==> src/design/joypad_pkg.sv <==
package joypad_pkg;

   // one bit per button, high while the button is held down
   typedef struct packed {
      logic a;
      logic b;
      logic select;
      logic start;
      logic up;
      logic down;
      logic left;
      logic right;
   } buttons_t;

   // APB request as seen by the joypad block
   typedef struct packed {
      logic [7:0] paddr;
      logic       psel;
      logic       penable;
      logic       pwrite;
      logic [7:0] pwdata;
   } apb_req_t;

   typedef struct packed {
      logic [7:0] prdata;
      logic       pready;
      logic       pslverr;
   } apb_rsp_t;

   // register offsets
   localparam logic [7:0] P1_ADDR      = 8'h00;
   localparam logic [7:0] PAD_SEL_ADDR = 8'h04;
   localparam logic [7:0] RAW_ADDR     = 8'h08;
   localparam logic [7:0] IRQ_ADDR     = 8'h0C;

   // position of each button in the serial frame, bit 0 comes out during latch
   localparam logic [2:0] BIT_A      = 3'd0;
   localparam logic [2:0] BIT_B      = 3'd1;
   localparam logic [2:0] BIT_SELECT = 3'd2;
   localparam logic [2:0] BIT_START  = 3'd3;
   localparam logic [2:0] BIT_UP     = 3'd4;
   localparam logic [2:0] BIT_DOWN   = 3'd5;
   localparam logic [2:0] BIT_LEFT   = 3'd6;
   localparam logic [2:0] BIT_RIGHT  = 3'd7;

   localparam int PAD_BITS = 8; // bits per pad frame

endpackage

==> src/design/joypad_regs.sv <==
`timescale 1ns/1ns

module joypad_regs #(
   parameter int NUM_PADS = 2
) (
   input  logic                 I_CLK,
   input  logic                 I_RESET,
   input  logic                 frame_done,
   input  joypad_pkg::buttons_t pads [NUM_PADS],
   input  joypad_pkg::apb_req_t apb_req,
   output joypad_pkg::apb_rsp_t apb_rsp,
   output logic                 irq
);

   logic                 access;
   logic                 wr_en;
   logic                 hit_p1;
   logic                 hit_sel;
   logic                 hit_raw;
   logic                 hit_irq;
   logic                 mapped;
   logic [1:0]           row_sel_q; // P1 bits 5:4, low selects a row
   logic [1:0]           pad_sel_q;
   logic [NUM_PADS-1:0]  irq_q;
   logic [NUM_PADS-1:0]  irq_set;
   logic [NUM_PADS-1:0]  irq_clr;
   logic                 done_d;
   logic [3:0]           p1_low;
   logic [7:0]           rdata;
   joypad_pkg::buttons_t sel_pad;
   joypad_pkg::buttons_t prev_q [NUM_PADS];

   // zero wait state access phase
   assign access  = apb_req.psel && apb_req.penable;
   assign wr_en   = access && apb_req.pwrite;
   assign hit_p1  = (apb_req.paddr == joypad_pkg::P1_ADDR);
   assign hit_sel = (apb_req.paddr == joypad_pkg::PAD_SEL_ADDR);
   assign hit_raw = (apb_req.paddr == joypad_pkg::RAW_ADDR);
   assign hit_irq = (apb_req.paddr == joypad_pkg::IRQ_ADDR);
   assign mapped  = hit_p1 || hit_sel || hit_raw || hit_irq;

   // a pad number past the last reader shows nothing pressed
   always_comb begin
      sel_pad = '0;
      for (int i = 0; i < NUM_PADS; i++) begin
         if (pad_sel_q == 2'(i)) sel_pad = pads[i];
      end
   end

   // P1 matrix, action row has priority when both rows are selected
   always_comb begin
      if (!row_sel_q[1]) begin
         p1_low = ~{sel_pad.start, sel_pad.select, sel_pad.b, sel_pad.a};
      end else if (!row_sel_q[0]) begin
         p1_low = ~{sel_pad.down, sel_pad.up, sel_pad.left, sel_pad.right};
      end else begin
         p1_low = 4'hF;
      end
   end

   always_comb begin
      rdata = 8'h00;
      if (hit_p1)  rdata = {2'b11, row_sel_q, p1_low};
      if (hit_sel) rdata = {6'b0, pad_sel_q};
      if (hit_raw) rdata = sel_pad;
      if (hit_irq) rdata = {{(8 - NUM_PADS){1'b0}}, irq_q};
   end

   assign apb_rsp.prdata  = rdata;
   assign apb_rsp.pready  = access;
   assign apb_rsp.pslverr = access && !mapped; // unmapped writes are dropped below

   always_ff @(posedge I_CLK) begin
      if (I_RESET) begin
         row_sel_q <= 2'b11;
         pad_sel_q <= 2'b00;
      end else if (wr_en) begin
         if (hit_p1)  row_sel_q <= apb_req.pwdata[5:4];
         if (hit_sel) pad_sel_q <= apb_req.pwdata[1:0];
      end
   end

   // readers publish on frame_done, so the new state is compared one cycle later
   always_comb begin
      for (int i = 0; i < NUM_PADS; i++) begin
         irq_set[i] = done_d && |(pads[i] & ~prev_q[i]);
      end
   end

   assign irq_clr = (wr_en && hit_irq) ? apb_req.pwdata[NUM_PADS-1:0] : '0;

   always_ff @(posedge I_CLK) begin
      if (I_RESET) begin
         done_d <= 1'b0;
         irq_q  <= '0;
         for (int i = 0; i < NUM_PADS; i++) prev_q[i] <= '0;
      end else begin
         done_d <= frame_done;
         irq_q  <= (irq_q & ~irq_clr) | irq_set; // a new press beats a clear
         if (done_d) begin
            for (int i = 0; i < NUM_PADS; i++) prev_q[i] <= pads[i];
         end
      end
   end

   assign irq = |irq_q;

endmodule

==> src/design/joypad_top.sv <==
`timescale 1ns/1ns

module joypad_top #(
   parameter int NUM_PADS = 2,
   parameter int SCAN_DIV = 4
) (
   input  logic                 I_CLK,
   input  logic                 I_RESET,
   input  logic [NUM_PADS-1:0]  pad_data,
   output logic                 pad_latch,
   output logic                 pad_pulse,
   input  joypad_pkg::apb_req_t apb_req,
   output joypad_pkg::apb_rsp_t apb_rsp,
   output logic                 irq
);

   logic                 sample;
   logic                 frame_done;
   joypad_pkg::buttons_t pad_state [NUM_PADS];

   // one timer drives the latch and pulse lines of every pad
   pad_scan_timer #(
      .SCAN_DIV (SCAN_DIV)
   ) u_timer (
      .I_CLK      (I_CLK),
      .I_RESET    (I_RESET),
      .latch      (pad_latch),
      .pulse      (pad_pulse),
      .sample     (sample),
      .frame_done (frame_done)
   );

   for (genvar gi = 0; gi < NUM_PADS; gi++) begin : g_pad
      pad_reader u_reader (
         .I_CLK      (I_CLK),
         .I_RESET    (I_RESET),
         .sample     (sample),
         .frame_done (frame_done),
         .pad_data   (pad_data[gi]),
         .buttons    (pad_state[gi])
      );
   end

   joypad_regs #(
      .NUM_PADS (NUM_PADS)
   ) u_regs (
      .I_CLK      (I_CLK),
      .I_RESET    (I_RESET),
      .frame_done (frame_done),
      .pads       (pad_state),
      .apb_req    (apb_req),
      .apb_rsp    (apb_rsp),
      .irq        (irq)
   );

endmodule

==> src/design/pad_reader.sv <==
`timescale 1ns/1ns

module pad_reader (
   input  logic                 I_CLK,
   input  logic                 I_RESET,
   input  logic                 sample,
   input  logic                 frame_done,
   input  logic                 pad_data,
   output joypad_pkg::buttons_t buttons
);

   // serial bit k ends up at shift_q[k] once the whole frame is in
   logic [joypad_pkg::PAD_BITS-1:0] shift_q;

   always_ff @(posedge I_CLK) begin
      if (sample) begin
         // the pad drives low for a pressed button
         shift_q <= {~pad_data, shift_q[joypad_pkg::PAD_BITS-1:1]};
      end
   end

   // the published state only moves at frame end, so a half shifted frame never shows
   always_ff @(posedge I_CLK) begin
      if (I_RESET) begin
         buttons <= '0;
      end else if (frame_done) begin
         buttons.a      <= shift_q[joypad_pkg::BIT_A];
         buttons.b      <= shift_q[joypad_pkg::BIT_B];
         buttons.select <= shift_q[joypad_pkg::BIT_SELECT];
         buttons.start  <= shift_q[joypad_pkg::BIT_START];
         buttons.up     <= shift_q[joypad_pkg::BIT_UP];
         buttons.down   <= shift_q[joypad_pkg::BIT_DOWN];
         buttons.left   <= shift_q[joypad_pkg::BIT_LEFT];
         buttons.right  <= shift_q[joypad_pkg::BIT_RIGHT];
      end
   end

endmodule

==> src/design/pad_scan_timer.sv <==
`timescale 1ns/1ns

module pad_scan_timer #(
   parameter int SCAN_DIV = 4
) (
   input  logic I_CLK,
   input  logic I_RESET,
   output logic latch,
   output logic pulse,
   output logic sample,
   output logic frame_done
);

   // a frame is split into phases of SCAN_DIV cycles each
   //   phase 0        latch high
   //   phase 1        gap before the first pulse
   //   phases 2..15   seven pulses, high on even phases and low on odd ones
   //   phase 16       idle gap between frames
   localparam int CNT_W      = (SCAN_DIV > 1) ? $clog2(SCAN_DIV) : 1;
   localparam int IDLE_PHASE = 2 * joypad_pkg::PAD_BITS;
   localparam int PH_W       = $clog2(IDLE_PHASE + 1);

   localparam logic [CNT_W-1:0] CNT_LAST = CNT_W'(SCAN_DIV - 1);
   localparam logic [PH_W-1:0]  PH_IDLE  = PH_W'(IDLE_PHASE);
   localparam logic [PH_W-1:0]  PH_FIRST_PULSE = PH_W'(2);

   logic [CNT_W-1:0] cnt_q;
   logic [CNT_W-1:0] cnt_nxt;
   logic [PH_W-1:0]  phase_q;
   logic [PH_W-1:0]  phase_nxt;
   logic             sample_nxt;
   logic             pulse_nxt;

   always_comb begin
      if (cnt_q == CNT_LAST) begin
         cnt_nxt   = '0;
         phase_nxt = (phase_q == PH_IDLE) ? '0 : phase_q + 1'b1; // wrap into the next frame
      end else begin
         cnt_nxt   = cnt_q + 1'b1;
         phase_nxt = phase_q;
      end
   end

   // the outputs are decoded from the next state so they come straight from flops
   always_comb begin
      pulse_nxt = !phase_nxt[0] && (phase_nxt >= PH_FIRST_PULSE) && (phase_nxt < PH_IDLE);

      // data is stable at the end of latch and at the end of each low phase after a pulse
      sample_nxt = (cnt_nxt == CNT_LAST) &&
                   ((phase_nxt == '0) ||
                    (phase_nxt[0] && (phase_nxt > PH_FIRST_PULSE) && (phase_nxt < PH_IDLE)));
   end

   always_ff @(posedge I_CLK) begin
      if (I_RESET) begin
         cnt_q      <= CNT_LAST; // parked at the end of idle so latch starts right after reset
         phase_q    <= PH_IDLE;
         latch      <= 1'b0;
         pulse      <= 1'b0;
         sample     <= 1'b0;
         frame_done <= 1'b0;
      end else begin
         cnt_q      <= cnt_nxt;
         phase_q    <= phase_nxt;
         latch      <= (phase_nxt == '0);
         pulse      <= pulse_nxt;
         sample     <= sample_nxt;
         frame_done <= (phase_nxt == PH_IDLE) && (cnt_nxt == '0); // one cycle after the last sample
      end
   end

endmodule

==> config.mk <==
export PLATFORM = sky130hd
export DESIGN_NAME = joypad_top
export DESIGN_NICKNAME = d
export VERILOG_FILES = /design/src/design/joypad_pkg.sv /design/src/design/joypad_regs.sv /design/src/design/joypad_top.sv /design/src/design/pad_reader.sv /design/src/design/pad_scan_timer.sv
export SDC_FILE = /design/constraint.sdc
export NUM_CORES = 1
export LEC_CHECK = 0
export BUFFER_PORTS_ARGS = -buffer_cell sky130_fd_sc_hd__buf_2
export CAP_MARGIN = 25
export CORE_ASPECT_RATIO = 2
export CORE_MARGIN = 1.5
export CORE_UTILIZATION = 58
export CTS_BUF_LIST = sky130_fd_sc_hd__clkbuf_8
export DETAILED_ROUTE_END_ITERATION = 6
export GPL_TIMING_DRIVEN = 0
export PLACE_DENSITY = 0.88
export SLEW_MARGIN = 20
export SYNTH_ARGS = -nofsm -noshare
export SYNTH_HDL_FRONTEND = slang
export SYNTH_SLANG_ARGS = --single-unit
==> constraint.sdc <==
create_clock -name I_CLK -period 1.9 [get_ports I_CLK]
set_input_delay 0.095 -clock I_CLK [delete_from_list [all_inputs] [get_ports I_CLK]]
set_output_delay 0.095 -clock I_CLK [all_outputs]
set_load 0.02 [all_outputs]
==> flow_metrics.py, run 1 <==
metrics = {
    "route": {
        "firstDrtPassIters": 4,
        "drt_iter0_markers": 56,
        "route.detailed.drc": 0,
        "vias_per_cell": 5.75,
        "drtAntennaViolNets": 0,
        "wl_per_cell_um": 16.5,
        "vias": 2196,
        "drt-total-wl_mm": 6.30,
    },
    "floorplan": {
        "ios": 36,
        "die_y_um": 105,
        "rows": 37,
        "fp.dieArea_um2": 5660,
        "start_util_pct": 59.2,
        "die-width_um": 54.0,
        "coreArea_um2": 5090,
    },
    "logic_synthesis": {
        "ys_top_cells_by_count": "34 x dfxtp_1, 32 x edfxtp_1, 29 x nor2_1",
        "synth_area_um2": 3010,
        "synthesis.nets": 302,
        "yosys.area.top_type_share_pct": 31.9,
        "synth_warnings": 0,
        "synth_cells": 275,
        "ys_ff_latch": 66,
        "yosysUniqueCellTypes": 47,
        "synth_top_area_cell": "edfxtp_1",
        "synth_edf_count": 32,
        "yosysMostFrequentCell": "dfxtp_1",
        "async_reset_ff_share_pct": 0,
        "synthFlopType": "dfxtp_1",
        "yosysSeqAreaShare_pct": 54.5,
        "avgSynthCellArea_um2": 11.0,
        "yosys-top-cells-area": "edfxtp_1 32%, dfxtp_1 23%, mux2i_1 9.3%",
    },
    "cells_and_area": {
        "fillers": 381,
        "finalNetCount": 346,
        "drive_above_1_share_pct": 21.3,
        "syn_to_final_growth_pct": 16.8,
        "fin_cells": 382,
        "antenna_cells": 0,
    },
    "sta": {
        "drv_slew": 0,
        "period_share_pct": 96.0,
        "tns_ns": 0,
        "max_clock_freq_mhz": 548,
        "final.setup_skew_ns": 0.00940,
        "rsz0062_at_grt": "no",
        "finalHoldViolations": 0,
        "worst_pin_slew_ns": 0.678,
        "setup_violations": 0,
        "period_needed_ns": 1.82,
        "relSlewSlack_pct": 54.8,
    },
    "global_routing": {
        "grt_pass1_wl_mm": 9.87,
        "grt_usage_pct": 24.9,
        "grt_max_degree": 17,
        "grt_overflow": 0,
        "grt_pass1_vias": 2237,
        "antenna_found_initial": 0,
    },
    "clock_network": {
        "cts_setup_buffers": 0,
        "h-tree-depth": 3,
        "clkLatencyLatePin_ns": 0.34,
        "cts.clk_slew.worst_paths_ns": 0.07,
        "clock-sinks": 66,
        "cts_made_buffers": 9,
        "clockBufferDepth": 2,
        "cts_tree": "built",
        "root_buffer": "clkbuf_8",
    },
    "pwr": {
        "clock_power_share_pct": 39.5,
        "sw_frac_of_total_pct": 24.5,
        "p_per_area_nw_per_um2": 953,
        "ir_drop_mv": 0.765,
        "p_leak_nw": 1.38,
        "power.switching_w": 0.000823,
        "p_int_w": 0.00253,
        "p_comb_share_pct": 10.8,
        "seqPwrFrac_pct": 49.6,
    },
    "placement": {
        "routabilityCongestion": 0.789,
        "place_hpwl_mm": 4.62,
        "portBuffers": 31,
        "dp_cells": 364,
    },
    "hold_path": {
        "hp-class": "primary input to flop",
        "hold-path-cell-count": 3,
    },
    "setup_path": {
        "critPathRequiredTime_ns": 1.80,
        "crit_fanout": 3,
        "startpoint_type": "flop",
        "cp.arrival_ns": 1.73,
        "endpoint_kind": "primary output",
        "critPathKind": "flop to primary output",
        "rr_worst_depth": 6,
    },
    "run_status": {
        "outcome": "finished clean",
    },
    "run": {
        "maxCapViolCount": 0,
    },
}
[cell families (layout without fill, tap and decap cells)]
logic type,count (synthesis),after routing,synth area share (%)
fa+ha+maj,4,4,1.66
flops,66,66,54.5
buf+inv,39,88,5.40
mux,32,32,10.9
compound gates,39,39,9.14
xor+xnor,3,3,0.872
simple gates,92,92,17.5
[metal layers]
metal	GRT usage, %	up-vias	wire length (µm)
met4	17.2	0	338
met2	43.0	44	3510
met1	24.2	1080	2300
met3	5.29	21	157
met5	0	-	0
li1	-	1051	-
[worst max-delay path, cell delays in order (launching register included)]
cell and delay [ns]:
dfxtp_2 0.36, mux2_2 0.38, a21oi_1 0.14, o221ai_1 0.15
a21oi_1 0.17, buf_2 0.19
[power groups by stage]
stage	registers [W]	clock network, W	logic [W]
final	0.00166	0.00133	0.000363
after global routing	0.00168	0.00141	0.000397
after CTS	0.00166	0.00134	0.000363
after detailed placement	0.00169	0	0.000355
after global placement	0.00169	0	0.000342
after floorplan	0.00168	0	0.000254
[registers in the layout, summed over array words and instances, names as in the netlist]
| signal | count |
|---|---|
| u_regs.row_sel_q | 2 |
| u_regs.pad_sel_q | 2 |
| u_regs.irq_q | 2 |
| u_timer.latch | 1 |
| u_regs.prev_q | 16 |
| u_timer.frame_done | 1 |
| g_pad.u_reader.shift_q | 16 |
| u_timer.cnt_q | 2 |
| u_timer.sample | 1 |
| u_timer.pulse | 1 |
| g_pad.u_reader.buttons | 16 |
| u_regs.done_d | 1 |
| u_timer.phase_q | 5 |
[final cells by class]
type / count / area [µm²] / share of cell area, %
flip-flops and latches: 66 / 1640 / 46.7
multi-input cells: 170 / 1230 / 35.0
repair buffers: 33 / 175 / 4.98
clock buffers: 10 / 138 / 3.91
inverters: 26 / 97.6 / 2.77
clock inverters: 6 / 90.1 / 2.56
well taps: 58 / 72.6 / 2.06
plain buffers: 13 / 71.3 / 2.03
[worst paths after layout]
check	from	endpoint	slack, ns
max	u_regs.pad_sel_q[0]	apb_rsp[3]	0.08
min	apb_req[4]	u_regs.row_sel_q[0]	0.006
max reg2reg	u_timer.phase_q[0]	u_timer.sample	0.11
min reg2reg	g_pad[0].u_reader.shift_q[1]	g_pad[0].u_reader.shift_q[0]	0.45
[per-stage QoR]
stage	util, %	cell area, µm²	setup WS, ns	power, W	hold WS (ns)
2_1_floorplan	-	3010	0.202	0.00193	0.226
4_1_cts	68.6	3490	-0.000221	0.00337	0.00448
3_5_place_dp	63.6	3240	0.0583	0.00205	0.333
3_3_place_gp	63.6	3240	0.0831	0.00203	0.329
5_1_grt	69.1	3520	0.0117	0.00348	0.00891
6_report	69.1	3520	0.0761	0.00335	0.00602
[layout by cell type, fill, tap and decap left out, drive strengths merged, types with 4 or more instances in the layout]
| master | count |
|---|---|
| o41ai | 4 |
| inv | 28 |
| a21oi | 9 |
| mux2 | 4 |
| nand3 | 4 |
| dfxtp | 34 |
| clkbuf | 17 |
| nor2 | 29 |
| nand2 | 4 |
| o21ai | 4 |
| nor4 | 6 |
| nand2b | 6 |
| mux2i | 28 |
| buf | 37 |
| and2 | 21 |
| ha | 4 |
| edfxtp | 32 |
| nor2b | 6 |
| o22ai | 8 |
[what timing repair did]
| action | CTS | global route |
|---|---|---|
| hold buffers | 2 | 0 |
| setup endpoints to repair | 3 | 4 |
| gates resized for setup | 2 | 6 |
| endpoints found under the hold margin | 2 | 0 |
No activity file was read; power rests on OpenSTA's default activity.
==> run 2: changes to the inputs <==
Settings changed: CORE_MARGIN 1.5 to 2, CORE_UTILIZATION 58 to 57, CTS_BUF_LIST sky130_fd_sc_hd__clkbuf_8 to sky130_fd_sc_hd__clkbuf_16, PLACE_DENSITY 0.88 to 0.87.
==> run 2 against run 1 <==
  * Register-to-register slack is essentially flat
  * Combinational power is essentially flat
  * Routed wire length shrank 0.65%
  * Global-route usage shrank 2.1 points
  * Critical path depth grew 1
  * Clock power grew 5%
  * Final cell count shrank 0.26%
  * Highest routed layer unchanged
==> flow_metrics.py, run 2 (synthesis gave the netlist of run 1 again) <==
metrics = {
    "clock_network": {
        "clock-sinks": 66,
        "clkLatencyLatePin_ns": 0.33,
        "root_buffer": "clkbuf_16",
        "cts_setup_buffers": 0,
        "cts_made_buffers": 9,
        "clockBufferDepth": 2,
        "cts.clk_slew.worst_paths_ns": 0.05,
        "cts_tree": "built",
        "h-tree-depth": 3,
    },
    "pwr": {
        "p_int_w": 0.00261,
        "report.power.total_w": 0.00343,
        "seqPwrFrac_pct": 48.7,
        "sw_frac_of_total_pct": 23.9,
        "clock_power_share_pct": 40.8,
        "ir_drop_mv": 0.848,
        "p_per_area_nw_per_um2": 969,
        "power.switching_w": 0.000821,
        "p_comb_share_pct": 10.5,
        "p_leak_nw": 1.39,
    },
    "route": {
        "wl_per_cell_um": 16.4,
        "vias": 2153,
        "drt-total-wl_mm": 6.26,
        "drtAntennaViolNets": 0,
        "vias_per_cell": 5.65,
        "route.detailed.drc": 0,
        "firstDrtPassIters": 4,
        "drt_iter0_markers": 68,
    },
    "cells_and_area": {
        "fin_cells": 381,
        "antenna_cells": 0,
        "top_regs": "g_pad.u_reader.buttons x16, g_pad.u_reader.shift_q x16, u_regs.prev_q x16",
        "drive_above_1_share_pct": 20.1,
        "layout_common_cells": "34 x buf_2, 32 x dfxtp_1, 32 x edfxtp_1, 29 x inv_1, 29 x nor2_1",
        "finalNetCount": 346,
        "postLayoutCellArea_um2": 3540,
        "syn_to_final_growth_pct": 17.5,
        "final_common_cell": "buf_2",
    },
    "hold_path": {
        "hp-class": "primary input to flop",
    },
    "global_routing": {
        "grt_usage_pct": 22.8,
        "grt_pass1_vias": 2165,
        "antenna_found_initial": 0,
        "grt_max_degree": 17,
        "grt_overflow": 0,
        "grt_pass1_wl_mm": 10.0,
    },
    "sta": {
        "drv_slew": 0,
        "relSlewSlack_pct": 54.8,
        "finalHoldViolations": 0,
        "final.setup_skew_ns": 0.00863,
        "period_share_pct": 95.1,
        "worst_pin_slew_ns": 0.677,
        "period_needed_ns": 1.81,
        "max_clock_freq_mhz": 553,
        "tns_ns": 0,
        "setup_violations": 0,
        "rsz0062_at_grt": "no",
    },
    "floorplan": {
        "ios": 36,
        "coreArea_um2": 5140,
        "start_util_pct": 58.6,
        "fp.dieArea_um2": 5920,
        "rows": 37,
        "die_y_um": 107,
        "die-width_um": 55.4,
    },
    "placement": {
        "place_hpwl_mm": 4.57,
        "post_dp_cell_area_um2": 3240,
        "portBuffers": 31,
        "dp_cells": 364,
        "routabilityCongestion": 0.867,
    },
    "setup_path": {
        "endpoint_kind": "primary output",
        "startpoint_type": "flop",
        "cp.arrival_ns": 1.71,
        "crit_fanout": 10,
        "critPathKind": "flop to primary output",
        "critPathRequiredTime_ns": 1.80,
    },
    "run": {
        "maxCapViolCount": 0,
    },
    "run_status": {
        "outcome": "finished clean",
    },
}
-- run 2: routing by layer --
metal	routed length [µm]	up-vias	track usage (%)
li1	-	1057	-
met1	2350	1031	22.0
met2	3470	50	41.4
met3	219	15	6.15
met4	226	0	14.6
met5	0	-	0
-- run 2: worst max-delay path: stages (launching register included) --
cell and delay [ns]:
dfxtp_2 0.36, buf_6 0.17, mux2i_2 0.28, nor4_1 0.09, a21oi_1 0.16, o211a_1 0.15, buf_2 0.17
-- run 2: final cells by class --
class | count | area, µm²
Clock buffer | 9 | 225
Multi-Input combinational cell | 170 | 1220
Tap cell | 58 | 72.6
Inverter | 26 | 97.6
Buffer | 13 | 71.3
Timing Repair Buffer | 33 | 175
Fill cell | 385 | 1600
Sequential cell | 66 | 1640
Clock inverter | 6 | 28.8
-- run 2: path summary, 6_finish.rpt --
check	slack (ns)	depth (start not counted)	end	start
max	0.09	6	apb_rsp[5]	u_regs.pad_sel_q[0]
min	0.03	3	u_regs.row_sel_q[0]	apb_req[4]
max reg2reg	0.12	6	u_timer.sample	u_timer.phase_q[0]
min reg2reg	0.45	0	g_pad[0].u_reader.shift_q[0]	g_pad[0].u_reader.shift_q[1]
-- run 2: stage by stage --
step / hold WS [ns] / util (%) / setup slack [ns]
floorplan: 0.226 / - / 0.202
global placement: 0.330 / 63.1 / 0.0844
detailed placement: 0.336 / 63.1 / 0.0714
CTS: 0.0225 / 68.5 / 0.0116
global route: 0.0241 / 68.9 / 0.0293
finish: 0.0278 / 68.9 / 0.0933
-- run 2: power groups by stage --
stage,logic [W],registers [W],clock network (W)
finish,0.000361,0.00167,0.00140
global route,0.000395,0.00168,0.00148
CTS,0.000361,0.00167,0.00142
detailed placement,0.000352,0.00169,0
global placement,0.000341,0.00169,0
floorplan,0.000254,0.00168,0
-- run 2: repair_timing --
| item | in CTS | in global routing |
|---|---|---|
| endpoints found under the setup margin | 2 | 3 |
| resized for setup | 2 | 5 |
| gates cloned | 0 | 0 |
| endpoints found under the hold margin | 2 | 0 |
| pin swaps | 0 | 0 |
| hold buffers | 2 | 0 |
==> run 3: changes to the inputs <==
--- a/config.mk
+++ b/config.mk
@@ -16,2 +16,3 @@
 export PLACE_DENSITY = 0.87
+export SKIP_LAST_GASP = 1
 export SLEW_MARGIN = 20
==> constraint.sdc (replaced) <==
create_clock -name I_CLK -period 1.9 [get_ports I_CLK]
set_input_delay 0.38 -clock I_CLK [delete_from_list [all_inputs] [get_ports I_CLK]]
set_output_delay 0.38 -clock I_CLK [all_outputs]
set_load 0.02 [all_outputs]
==> run 3 against run 2 <==
  * The run now ends with setup timing left
  * First-iteration DRC count shrank 4.4%
  * Sequential share of layout area down 1.6 points
  * Routed wire length is 5.4% higher
  * Via count is 2.9% higher
  * Clock skew grew 0.0012 ns
  * Critical path type unchanged
  * Largest cell class unchanged
==> flow_metrics.py, run 3 (synthesis gave the netlist of run 1 again) <==
metrics = {
    "run_status": {
        "outcome": "complete, but fails checks",
        "violations": "setup timing",
    },
    "placement": {
        "routabilityCongestion": 0.867,
        "place_hpwl_mm": 4.57,
        "portBuffers": 31,
        "pre_cts_ws_ns": -0.208,
        "post_dp_cell_area_um2": 3240,
    },
    "route": {
        "route.detailed.drc": 0,
        "route.met3.wl_um": 293,
        "vias_per_cell": 5.77,
        "dr_wl_met2_mm": 3.64,
        "drt_iter0_markers": 65,
        "drt-total-wl_mm": 6.60,
        "wl_met1_mm": 2.39,
        "firstDrtPassIters": 4,
        "top_layer": "met4",
        "vias": 2215,
        "wl_per_cell_um": 17.2,
        "drtAntennaViolNets": 0,
    },
    "floorplan": {
        "coreArea_um2": 5140,
        "fp.dieArea_um2": 5920,
        "die-width_um": 55.4,
        "start_util_pct": 58.6,
        "die_y_um": 107,
        "rows": 37,
        "ios": 36,
    },
    "setup_path": {
        "r2r_slack_ns": 0.11,
        "crit_fanout": 8,
        "cp_cell_sequence": "buf_12 > mux2i_4 > nor4_2 > a21oi_1 > o211a_1 > buf_6",
        "critPathKind": "flop to primary output",
        "rr_worst_depth": 6,
        "endpoint_kind": "primary output",
        "cp.arrival_ns": 1.65,
        "reg2reg_from": "u_timer.phase_q[0]",
        "reg2reg_to": "u_timer.sample",
        "cp_slowest_cell": "dfxtp_4",
        "critPathRequiredTime_ns": 1.52,
        "slowest_delay_ns": 0.36,
        "startpoint_type": "flop",
    },
    "hold_path": {
        "hold-path-cell-count": 2,
        "hp-class": "primary input to flop",
        "holdPathEnd": "g_pad[1].u_reader.shift_q[7]",
        "hold_start": "pad_data[1]",
    },
    "clock_network": {
        "h-tree-depth": 3,
        "clock-sinks": 66,
        "root_buffer": "clkbuf_16",
        "cts_made_buffers": 9,
        "cts.clk_slew.worst_paths_ns": 0.06,
        "clkLatencyLatePin_ns": 0.33,
        "clockBufferDepth": 2,
        "cts_tree": "built",
    },
    "global_routing": {
        "grt_overflow": 0,
        "grt_max_degree": 17,
        "grt_pass1_vias": 2204,
        "antenna_found_initial": 0,
        "grt_usage_pct": 23.5,
        "grt_pass1_wl_mm": 10.3,
    },
    "cells_and_area": {
        "layout_common_cells": "32 x dfxtp_1, 32 x edfxtp_1, 29 x inv_1, 29 x buf_2, 27 x nor2_1",
        "postLayoutCellArea_um2": 3670,
        "drive_above_1_share_pct": 25.8,
        "antenna_cells": 0,
        "syn_to_final_growth_pct": 21.8,
        "finalNetCount": 349,
        "top_regs": "g_pad.u_reader.buttons x16, g_pad.u_reader.shift_q x16, u_regs.prev_q x16",
    },
    "pwr": {
        "seqPwrFrac_pct": 48.5,
        "sw_frac_of_total_pct": 24.3,
        "power.switching_w": 0.000839,
        "ir_drop_mv": 0.848,
        "p_int_w": 0.00261,
        "clock_power_share_pct": 40.9,
        "p_comb_share_pct": 10.7,
        "p_leak_nw": 1.43,
        "p_per_area_nw_per_um2": 940,
    },
    "sta": {
        "rsz0062_at_grt": "yes",
        "final.setup_skew_ns": 0.00982,
        "drv_slew": 0,
        "setup_slack_ns": -0.132,
        "finalHoldViolations": 0,
        "max_clock_freq_mhz": 492,
        "relSlewSlack_pct": 53.4,
        "setup_violations": 6,
        "period_needed_ns": 2.03,
        "period_share_pct": 107,
        "worst_pin_slew_ns": 0.698,
    },
    "run": {
        "maxCapViolCount": 0,
    },
}
==> run 3: cell count changes in the layout (fill, tap and decap cells not counted), sizes merged <==
cell and change:
buf +5, dlygate4sd3 -2
==> run 3: critical path: cells and delay by family, from the launching register on <==
family / cells / cell delay [ns]
buffers and inverters: 2 / 0.28
and+or+nand+nor: 1 / 0.17
AOI/OAI and AO/OA: 2 / 0.30
muxes: 1 / 0.19
DFF: 1 / 0.36
==> run 3: timing repair <==
action | in CTS | in global routing
buffers inserted | 5 | 0
resized for setup | 20 | 16
endpoints found under the setup margin | 8 | 9
pin swaps | 4 | 5
hold buffers | 0 | 0
==> run 3: area by class of cell <==
| cell class | instances | area [µm²] |
|---|---|---|
| buffer | 13 | 81.3 |
| clock buffer | 9 | 225 |
| clock inverter | 6 | 28.8 |
| fill | 348 | 1470 |
| inverter | 26 | 97.6 |
| multi-input combinational | 170 | 1290 |
| sequential | 66 | 1650 |
| tap | 58 | 72.6 |
| timing repair buffer | 36 | 225 |
==> run 3: per-stage QoR <==
stage | setup TNS [ns] | instances | power (W) | utilization [%] | hold WS, ns
global route | -1.06 | 384 | 0.00357 | 71.4 | 0.288
finish | -0.635 | 384 | 0.00345 | 71.4 | 0.284
CTS | -0.710 | 384 | 0.00345 | 70.3 | 0.280
global placement | -0.678 | 364 | 0.00203 | 63.1 | 0.430
floorplan | 0 | 275 | 0.00193 | - | 0.426
detailed placement | -0.745 | 364 | 0.00205 | 63.1 | 0.434
==> run 3: power by group through the flow <==
stage / sequential, W / clock (W) / combinational [W]
after global routing: 0.00168 / 0.00148 / 0.000402
after floorplan: 0.00168 / 0 / 0.000254
after CTS: 0.00167 / 0.00142 / 0.000364
after global placement: 0.00169 / 0 / 0.000341
after detailed placement: 0.00169 / 0 / 0.000352
final: 0.00167 / 0.00141 / 0.000369
==> run 3: per-layer routing <==
metal | vias to the layer above | global-route usage (%)
met4 | 0 | 14.5
met3 | 22 | 6.03
li1 | 1063 | -
met2 | 65 | 42.7
met1 | 1065 | 23.3
met5 | - | 0
==> run 3: how the worst max path moves through the flow <==
| stage | end | start | cells after the start | slack, ns |
|---|---|---|---|---|
| 5_1_grt | apb_rsp[4] | u_regs.pad_sel_q[0] | 6 | -0.23 |
| 2_1_floorplan | apb_rsp[6] | apb_req[18] | 3 | 0.08 |
| 4_1_cts | apb_rsp[5] | u_regs.pad_sel_q[0] | 6 | -0.13 |
| 6_report | apb_rsp[5] | u_regs.pad_sel_q[0] | 6 | -0.13 |
| 3_3_place_gp | apb_rsp[4] | apb_req[18] | 6 | -0.19 |
| 3_5_place_dp | apb_rsp[4] | apb_req[18] | 6 | -0.21 |
